### src/design/cpu_pkg.sv
package cpu_pkg;

	typedef logic [15:0] word_t;
	typedef logic [7:0] byte_t;

	typedef enum logic [7:0] {
		op_trap        = 8'h00,
		op_sub_xl_immd = 8'h10,
		op_sub_xl_dir  = 8'h11,
		op_add_xl_immd = 8'h18,
		op_add_xl_dir  = 8'h19,
		op_cp_xl_immd  = 8'h20,
		op_cp_xl_dir   = 8'h21,
		op_or_xl_immd  = 8'h28,
		op_or_xl_dir   = 8'h29,
		op_and_xl_immd = 8'h30,
		op_and_xl_dir  = 8'h31,
		op_xor_xl_immd = 8'h38,
		op_xor_xl_dir  = 8'h39,
		op_inc_xl      = 8'h58,
		op_ld_xl_immd  = 8'h90,
		op_ld_xl_dir   = 8'h91,
		op_ld_xl_yrel  = 8'h93,
		op_ld_dir_xl   = 8'h94,
		op_ld_yrel_xl  = 8'h96,
		op_ldw_y_immd  = 8'hb0,
		op_ldw_x_y     = 8'hc8,
		op_ldw_z_y     = 8'hc9,
		op_jr_d        = 8'hd0,
		op_jrz_d       = 8'hd1,
		op_jrnz_d      = 8'hd2,
		op_jrc_d       = 8'hd3,
		op_jrnc_d      = 8'hd4
	} opcode_t;

	// opcode in the low byte, operand bytes follow
	typedef struct packed {
		byte_t unused;
		byte_t imm8;
		opcode_t opcode;
	} inst8_t;

	typedef struct packed {
		word_t imm16;
		opcode_t opcode;
	} inst16_t;

	typedef union packed {
		inst8_t s;
		inst16_t w;
	} inst_u;

	typedef enum logic [2:0] {
		alu_pass, alu_add, alu_sub, alu_and, alu_or, alu_xor, alu_inc
	} alu_op_t;

	typedef enum logic [1:0] {src_imm8, src_imm16, src_mem, src_y} src_t;
	typedef enum logic {am_dir, am_yrel} amode_t;

	typedef enum logic [2:0] {
		cond_none, cond_always, cond_z, cond_nz, cond_c, cond_nc
	} cond_t;

	typedef struct packed {
		logic c;
		logic n;
		logic z;
		logic o;
	} flags_t;

	typedef struct packed {
		alu_op_t alu_op;
		src_t src;
		logic [1:0] reg_sel;
		logic [1:0] reg_be;
		logic cmp;
		logic mem_write;
		amode_t amode;
		flags_t flag_mask;
		cond_t cond;
		logic trap;
		logic [1:0] len;
	} ctrl_t;

endpackage

### src/design/decoder.sv
`timescale 1ns/1ps

module decoder (
	input cpu_pkg::inst_u inst,
	input logic reset,
	output cpu_pkg::ctrl_t ctrl
);
	import cpu_pkg::*;

	localparam flags_t fm_arith = '{c: 1'b1, n: 1'b1, z: 1'b1, o: 1'b1};
	localparam flags_t fm_logic = '{c: 1'b0, n: 1'b1, z: 1'b1, o: 1'b0};
	localparam flags_t fm_inc = '{c: 1'b1, n: 1'b0, z: 1'b1, o: 1'b1};

	opcode_t op;

	assign op = inst.s.opcode;

	always_comb
	begin
		// unknown opcodes fall through as one-byte no-ops
		ctrl = '0;
		ctrl.len = 2'd1;

		// operand source, destination and length
		case (op)
			op_add_xl_immd, op_sub_xl_immd, op_cp_xl_immd, op_and_xl_immd,
			op_or_xl_immd, op_xor_xl_immd, op_ld_xl_immd:
			begin
				ctrl.src = src_imm8;
				ctrl.reg_be = 2'b01;
				ctrl.len = 2'd2;
			end
			op_add_xl_dir, op_sub_xl_dir, op_cp_xl_dir, op_and_xl_dir,
			op_or_xl_dir, op_xor_xl_dir, op_ld_xl_dir:
			begin
				ctrl.src = src_mem;
				ctrl.amode = am_dir;
				ctrl.reg_be = 2'b01;
				ctrl.len = 2'd3;
			end
			op_inc_xl:
				ctrl.reg_be = 2'b01;
			op_ld_xl_yrel:
			begin
				ctrl.src = src_mem;
				ctrl.amode = am_yrel;
				ctrl.reg_be = 2'b01;
				ctrl.len = 2'd2;
			end
			op_ld_dir_xl:
			begin
				ctrl.mem_write = 1'b1;
				ctrl.amode = am_dir;
				ctrl.len = 2'd3;
			end
			op_ld_yrel_xl:
			begin
				ctrl.mem_write = 1'b1;
				ctrl.amode = am_yrel;
				ctrl.len = 2'd2;
			end
			op_ldw_y_immd:
			begin
				ctrl.src = src_imm16;
				ctrl.reg_sel = 2'd1;
				ctrl.reg_be = 2'b11;
				ctrl.len = 2'd3;
			end
			op_ldw_x_y, op_ldw_z_y:
			begin
				ctrl.src = src_y;
				ctrl.reg_sel = (op == op_ldw_z_y) ? 2'd2 : 2'd0;
				ctrl.reg_be = 2'b11;
			end
			op_jr_d, op_jrz_d, op_jrnz_d, op_jrc_d, op_jrnc_d:
				ctrl.len = 2'd2;
			op_trap:
				ctrl.trap = !reset;
			default: ;
		endcase

		// operation, flag updates and branch condition
		case (op)
			op_add_xl_immd, op_add_xl_dir:
			begin
				ctrl.alu_op = alu_add;
				ctrl.flag_mask = fm_arith;
			end
			op_sub_xl_immd, op_sub_xl_dir, op_cp_xl_immd, op_cp_xl_dir:
			begin
				ctrl.alu_op = alu_sub;
				ctrl.flag_mask = fm_arith;
				ctrl.cmp = (op == op_cp_xl_immd) || (op == op_cp_xl_dir);
			end
			op_and_xl_immd, op_and_xl_dir:
			begin
				ctrl.alu_op = alu_and;
				ctrl.flag_mask = fm_logic;
			end
			op_or_xl_immd, op_or_xl_dir:
			begin
				ctrl.alu_op = alu_or;
				ctrl.flag_mask = fm_logic;
			end
			op_xor_xl_immd, op_xor_xl_dir:
			begin
				ctrl.alu_op = alu_xor;
				ctrl.flag_mask = fm_logic;
			end
			op_inc_xl:
			begin
				ctrl.alu_op = alu_inc;
				ctrl.flag_mask = fm_inc;
			end
			op_jr_d:
				ctrl.cond = cond_always;
			op_jrz_d:
				ctrl.cond = cond_z;
			op_jrnz_d:
				ctrl.cond = cond_nz;
			op_jrc_d:
				ctrl.cond = cond_c;
			op_jrnc_d:
				ctrl.cond = cond_nc;
			default: ;
		endcase
	end

endmodule

### src/design/alu.sv
`timescale 1ns/1ps

module alu (
	input cpu_pkg::ctrl_t ctrl,
	input cpu_pkg::inst_u inst,
	input cpu_pkg::word_t x,
	input cpu_pkg::word_t y,
	input cpu_pkg::word_t dread_data,
	output cpu_pkg::word_t result,
	output cpu_pkg::flags_t flags_out
);
	import cpu_pkg::*;

	word_t operand;
	byte_t a;
	byte_t b;
	byte_t r;
	logic cy;
	logic ov;

	always_comb
	begin
		case (ctrl.src)
			src_imm8: operand = {8'h00, inst.s.imm8};
			src_imm16: operand = inst.w.imm16;
			src_mem: operand = dread_data;
			default: operand = y;
		endcase
	end

	assign a = x[7:0];
	assign b = operand[7:0];

	always_comb
	begin
		cy = 1'b0;
		ov = 1'b0;
		case (ctrl.alu_op)
			alu_add:
			begin
				{cy, r} = {1'b0, a} + {1'b0, b};
				ov = (a[7] == b[7]) && (r[7] != a[7]);
			end
			alu_sub:
			begin
				// carry holds the borrow
				{cy, r} = {1'b0, a} - {1'b0, b};
				ov = (a[7] != b[7]) && (r[7] != a[7]);
			end
			alu_inc:
			begin
				{cy, r} = {1'b0, a} + 9'd1;
				ov = !a[7] && r[7];
			end
			alu_and: r = a & b;
			alu_or: r = a | b;
			alu_xor: r = a ^ b;
			default: r = b;
		endcase
	end

	// pass keeps the whole word for ldw, 8-bit ops leave xh alone
	assign result = (ctrl.alu_op == alu_pass) ? operand : {x[15:8], r};

	assign flags_out.c = cy;
	assign flags_out.n = r[7];
	assign flags_out.z = (r == 8'h00);
	assign flags_out.o = ov;

endmodule

### src/design/addr_gen.sv
`timescale 1ns/1ps

module addr_gen (
	input cpu_pkg::ctrl_t ctrl,
	input cpu_pkg::inst_u inst,
	input cpu_pkg::word_t y,
	output cpu_pkg::word_t dread_addr,
	output cpu_pkg::word_t dwrite_addr
);
	import cpu_pkg::*;

	word_t addr;

	// displacement is unsigned in y-relative mode
	always_comb
	begin
		if (ctrl.amode == am_yrel)
			addr = y + {8'h00, inst.s.imm8};
		else
			addr = inst.w.imm16;
	end

	assign dread_addr = addr;
	assign dwrite_addr = addr;

endmodule

### src/design/writeback.sv
`timescale 1ns/1ps

module writeback (
	input logic clk,
	input logic reset,
	input cpu_pkg::ctrl_t ctrl,
	input cpu_pkg::word_t result,
	input cpu_pkg::flags_t flags_out,
	input cpu_pkg::word_t x,
	input cpu_pkg::word_t mem_addr,
	output logic [1:0] reg_sel,
	output logic [1:0] reg_be,
	output cpu_pkg::word_t reg_data,
	output cpu_pkg::word_t dwrite_addr,
	output cpu_pkg::word_t dwrite_data,
	output logic [1:0] dwrite_en,
	output cpu_pkg::flags_t flags
);
	import cpu_pkg::*;

	// cp only sets flags
	assign reg_sel = ctrl.reg_sel;
	assign reg_be = (reset || ctrl.cmp) ? 2'b00 : ctrl.reg_be;
	assign reg_data = result;

	// stores are xl only, high byte lane stays off
	assign dwrite_addr = mem_addr;
	assign dwrite_data = x;
	assign dwrite_en = reset ? 2'b00 : {1'b0, ctrl.mem_write};

	always_ff @(posedge clk)
	begin
		if (reset)
			flags <= '0;
		else
			flags <= flags_t'((flags & ~ctrl.flag_mask) | (flags_out & ctrl.flag_mask));
	end

endmodule

### src/design/regfile.sv
`timescale 1ns/1ps

module regfile (
	input logic clk,
	input logic [1:0] sel,
	input logic [1:0] be,
	input cpu_pkg::word_t data,
	output cpu_pkg::word_t x,
	output cpu_pkg::word_t y,
	output cpu_pkg::word_t z
);
	import cpu_pkg::*;

	// 0 is x, 1 is y, 2 is z
	word_t regs [3];

	always_ff @(posedge clk)
	begin
		if (be[0])
			regs[sel][7:0] <= data[7:0];
		if (be[1])
			regs[sel][15:8] <= data[15:8];
	end

	assign x = regs[0];
	assign y = regs[1];
	assign z = regs[2];

endmodule

### src/design/pc_unit.sv
`timescale 1ns/1ps

module pc_unit #(
	parameter cpu_pkg::word_t reset_pc = 16'h4000
) (
	input logic clk,
	input logic reset,
	input cpu_pkg::ctrl_t ctrl,
	input cpu_pkg::byte_t disp,
	input cpu_pkg::flags_t flags,
	output cpu_pkg::word_t pc
);
	import cpu_pkg::*;

	logic taken;

	always_comb
	begin
		case (ctrl.cond)
			cond_always: taken = 1'b1;
			cond_z: taken = flags.z;
			cond_nz: taken = !flags.z;
			cond_c: taken = flags.c;
			cond_nc: taken = !flags.c;
			default: taken = 1'b0;
		endcase
	end

	// jump target is relative to the jump itself
	always_ff @(posedge clk)
	begin
		if (reset)
			pc <= reset_pc;
		else if (taken)
			pc <= pc + {{8{disp[7]}}, disp};
		else
			pc <= pc + word_t'(ctrl.len);
	end

endmodule

### src/design/cpu_top.sv
`timescale 1ns/1ps

module cpu_top #(
	parameter cpu_pkg::word_t reset_pc = 16'h4000
) (
	input logic clk,
	input logic reset,
	output cpu_pkg::word_t iread_addr,
	input cpu_pkg::inst_u iread_data,
	output cpu_pkg::word_t dread_addr,
	input cpu_pkg::word_t dread_data,
	output cpu_pkg::word_t dwrite_addr,
	output cpu_pkg::word_t dwrite_data,
	output logic [1:0] dwrite_en,
	output logic trap
);
	import cpu_pkg::*;

	ctrl_t ctrl;
	word_t x;
	word_t y;
	word_t result;
	word_t mem_addr;
	word_t reg_data;
	flags_t flags_out;
	flags_t flags;
	logic [1:0] reg_sel;
	logic [1:0] reg_be;

	assign trap = ctrl.trap;

	decoder u_decoder (.inst(iread_data), .reset(reset), .ctrl(ctrl));

	alu u_alu (
		.ctrl(ctrl), .inst(iread_data), .x(x), .y(y), .dread_data(dread_data),
		.result(result), .flags_out(flags_out)
	);

	addr_gen u_addr_gen (
		.ctrl(ctrl), .inst(iread_data), .y(y),
		.dread_addr(dread_addr), .dwrite_addr(mem_addr)
	);

	writeback u_writeback (
		.clk(clk), .reset(reset), .ctrl(ctrl), .result(result), .flags_out(flags_out),
		.x(x), .mem_addr(mem_addr), .reg_sel(reg_sel), .reg_be(reg_be),
		.reg_data(reg_data), .dwrite_addr(dwrite_addr), .dwrite_data(dwrite_data),
		.dwrite_en(dwrite_en), .flags(flags)
	);

	regfile u_regfile (
		.clk(clk), .sel(reg_sel), .be(reg_be), .data(reg_data), .x(x), .y(y), .z()
	);

	pc_unit #(.reset_pc(reset_pc)) u_pc_unit (
		.clk(clk), .reset(reset), .ctrl(ctrl), .disp(iread_data.s.imm8),
		.flags(flags), .pc(iread_addr)
	);

endmodule

### config.mk
export PLATFORM = sky130hd
export DESIGN_NAME = cpu_top
export DESIGN_NICKNAME = d
export VERILOG_FILES = /design/src/design/cpu_pkg.sv /design/src/design/decoder.sv /design/src/design/alu.sv /design/src/design/addr_gen.sv /design/src/design/writeback.sv /design/src/design/regfile.sv /design/src/design/pc_unit.sv /design/src/design/cpu_top.sv
export SDC_FILE = /design/constraint.sdc
export NUM_CORES = 1
export LEC_CHECK = 0
export BUFFER_PORTS_ARGS = -buffer_cell sky130_fd_sc_hd__buf_2
export CAP_MARGIN = 10
export CORE_MARGIN = 1.5
export CORE_UTILIZATION = 45
export CTS_CLUSTER_SIZE = 25
export DETAILED_ROUTE_END_ITERATION = 8
export PLACE_DENSITY = 0.66
export SETUP_SLACK_MARGIN = 0.3
export SYNTH_ARGS = -nofsm -noshare
export SYNTH_HDL_FRONTEND = slang
export SYNTH_HIERARCHICAL = 1
export SYNTH_SLANG_ARGS = --single-unit
### constraint.sdc
create_clock -name clk -period 5.24 [get_ports clk]
set_input_delay 0.786 -clock clk [delete_from_list [all_inputs] [get_ports clk]]
set_output_delay 0.786 -clock clk [all_outputs]
set_load 0.02 [all_outputs]
After elaboration in Yosys (flattened, before gate mapping)
Memories as Yosys holds them, arrays and structs flattened.
Cells that the tools add are included.
- output and inout bits: 67
- memory bits (writable): 48
- memories: 1
- bits of input ports: 42
- bits in registers: 20
- add/sub/neg operators: 6
- bitwise operators: 7
- reduce and logical (&&, ||, !) cells: 28
- mux-type cells: 26
- eq/ne operators: 43
- memory list (name ; words ; bits a word ; read ports ; clocked after memory_dff ; wr ports ; line ; text):
    u_regfile.regs ; 3 ; 16 ; 2 ; 0 ; 1 ; regfile.sv:15 ; word_t regs [3];
- operators with widths (operator ; number):
    8-bit == test (second input constant) ; 13
    8-bit by 6-bit == test with 1-bit output (second input constant) ; 8
    16-bit two-way mux ; 3
    16-bit case mux with 3 select lines ; 1
    8-bit case mux with 6 select lines ; 1
    8-bit by 5-bit == test with 1-bit output (second input constant) ; 4
    3-bit case mux with 6 select lines ; 1
    16-bit adder ; 1
    16-bit by 2-bit adder with 16-bit output ; 1
    16-bit by 8-bit adder with 16-bit output ; 1
    8-bit logical NOT ; 2
    16-bit OR reduction ; 1
    3-bit == test (second input constant) ; 5
    3-bit case mux with 5 select lines ; 1
    14-bit OR reduction ; 1
    2-bit OR reduction ; 7
    3-bit by 2-bit == test with 1-bit output (second input constant) ; 4
    2-bit case mux with 2 select lines ; 3
    4-bit case mux with 3 select lines ; 1
    6-bit OR reduction ; 2
    8-bit by 1-bit adder with 9-bit output (second input constant) ; 1
    8-bit by 8-bit adder with 9-bit output ; 1
    1-bit two-way mux ; 9
    9-bit OR reduction ; 1
    other kinds (25) ; 37

Longest topological paths before layout
- depth after elaboration: 11
- mapped depth: 22

By module
Netlist, hierarchy kept.
- modules (own cells, without submodules) (module ; area each (µm²) ; times used ; sequential area each (µm²) ; cells each):
    alu ; 2074.5 ; 1 ; 0.0 ; 298
    regfile ; 1491.4 ; 1 ; 1441.4 ; 54
    pc_unit ; 1142.3 ; 1 ; 320.3 ; 130
    addr_gen ; 954.7 ; 1 ; 0.0 ; 137
    writeback ; 543.0 ; 1 ; 80.1 ; 67
    decoder ; 434.2 ; 1 ; 0.0 ; 71

Worst setup path after synthesis
OpenSTA, ideal clock, no wires.
- kind: input to register
- start point: input iread_data[7] (netlist name)
- end point: register u_pc_unit.pc[14]
- setup time: 0.123 ns
- stages: 16
- slack: 0.496 ns
- arrival time: 4.621 ns
- path through: clkbuf_1 and4bb_2 nand2_1 nor3_1 nand3b_1 o211a_1 nor2_1 mux2_2 ha_1 fa_1 a21oi_2 o21ai_1 o41a_1 or4_1 a21oi_1 a31oi_1
- RTL lines (element ; line ; text):
    start, declared ; cpu_top.sv:9 ; input cpu_pkg::inst_u iread_data,
    end signal, assigned ; pc_unit.sv:33 ; pc <= reset_pc;
    end signal, assigned ; pc_unit.sv:35 ; pc <= pc + {{8{disp[7]}}, disp};
    end signal, assigned ; pc_unit.sv:37 ; pc <= pc + word_t'(ctrl.len);
    end, declared ; pc_unit.sv:11 ; output cpu_pkg::word_t pc

==> impl_metrics.ini <==
[hold_path]
hold_path.class = reg -> reg

[pwr]
power.total_mw = 1.06
cellPowerDensity_mw_per_mm2 = 167
leakage_nw = 2.65
vdd_drop_max_mv = 0.132

[setup_path]
endpoint_kind = register
cp.arrival_ns = 4.83
worst-path-max-fanout = 13
worstSetupStartpointType = input port
cp.required_ns = 5.42
worstSetupPathType = in -> reg

[drt]
drt_wl_total_um = 15900
drtIter0Drc = 509
drc_errors = 0
via_per_inst = 5.89
vias = 5452
drt-pass1-iter-count = 5
ant_nets = 0
routedWlPerCell_um = 17.2

[floorplan]
ios = 109
fp.dieW_um = 119
core_mm2 = 0.0131
die-area_mm2 = 0.0141
initial_core_util_pct = 45.9
fp.dieH_um = 119
rows = 42

[run]
drv_cap = 0

[synthesis]
avgSynthCellArea_um2 = 8.30
syn-instance-count = 727
syn_nets = 816
yosysWarnings = 6
synth_area_mm2 = 0.00603

[place]
port_buffers = 107
place.gp.congestion = 0.922
place_hpwl_um = 12400
placedCellCount = 917

[sta]
maxSlewHeadroom_pct = 38.7
hold_viol = 0
max_freq_mhz = 215
fin_tns_setup_ns = 0
drv_slew = 0
min_period_ns = 4.65
final.setup_skew_ns = 0.00998
fin_crit_sh_pct = 88.8
hold_slack_ns = 0.545
setup_viol = 0
rsz0062_at_grt = false
worstMarginPinSlew_ns = 0.915

[global_routing]
grt_pass1_vias = 5068
grt_pass1_wl_um = 25600
antenna_found_initial = 0
grt_max_degree = 26
grt_overflow = 0
track_usage_pct = 22.4

[clock_tree]
cts_tree = built
clk_path_buf_depth = 2
htreeDepth = 2
cts.sink_count = 50
clkLatencyLatePin_ns = 0.30
cts_root_buf = clkbuf_16
numCtsBuffers = 5
clkTransAtPathRegs_ns = 0.07

[finish]
fill_cells = 1277
seqCellArea_mm2 = 0.00132
instances_no_fill = 925
area_growth_pct = 4.63
drive_above_1_share_pct = 24.6
n_antenna_cell = 0
multi_input_area_mm2 = 0.00387
nets = 837

[status]
outcome = finished clean
## power breakdown
group	total (mW)	switching, mW	leakage, nW	internal [mW]
clock network	0.348	0.166	0.0759	0.183
logic	0.275	0.170	2.14	0.105
registers	0.433	0.00689	0.433	0.426
total	1.06	0.342	2.65	0.714
## stage by stage
stage	util (%)	setup WS, ns	instance area, um^2
after detailed placement	46.8	0.280	6140
after floorplan	-	0.496	6030
after global routing	48.0	0.334	6310
after global placement	46.8	0.367	6140
after CTS	47.9	0.602	6300
final	48.0	0.588	6310
## metal layers
metal / track usage, % / share of wire, %
met1: 30.4 / 45
met2: 37.7 / 48
met3: 2.36 / 5.5
met4: 6.25 / 1.4
met5: 0 / 0
## area by class of cell
cell class	instances	share of cell area (%)
Clock buffer	5	1.98
Clock inverter	3	0.456
Inverter	31	1.84
Multi-Input combinational cell	540	61.3
Sequential cell	50	20.9
Tap cell	176	3.49
Timing Repair Buffer	120	10.0
## worst max-delay path: stages
cell and delay, ns:
buf_2 0.16, and4bb_2 0.35, nand2_1 0.10, a21oi_1 0.32
nand2_1 0.14, o211a_1 0.28, nor2_1 0.18, mux2_2 0.36
ha_1 0.23, fa_1 0.46, a21oi_2 0.17, o21ai_1 0.12
o41a_1 0.44, or4_1 0.53, a21oi_1 0.16, a31oi_1 0.05
## flip-flops by register name, indices dropped and copies added (netlist names), named ones only
signal          flops
u_regfile/regs     32
u_pc_unit/pc       16
## what timing repair did
action	in CTS	in global routing
endpoints found under the hold margin	0	0
endpoints found under the setup margin	0	1
buffers inserted	0	0
gates resized for setup	0	4
hold buffers	0	0
## worst paths after layout
kind,startpoint,endpoint,cells past startpoint,slack [ns]
worst max-delay path,iread_data[5],u_pc_unit/pc[14],16,0.59
worst min-delay path,u_pc_unit/pc[9],u_pc_unit/pc[9],2,0.55
worst max register to register,register,u_pc_unit/pc[14],12,1.60
worst min register to register,u_pc_unit/pc[9],u_pc_unit/pc[9],2,0.55
## layout by cell type (no fill, tap or decap), drive strengths merged, types with 21 or more instances in the layout
cell type	count
a21oi	65
inv	31
mux2i	21
nand2	33
nor2	64
buf	120
nor3	21
ha	43
nand3	27
o21ai	33
edfxtp	32
Note: power is estimated with default switching activity, not from simulation.
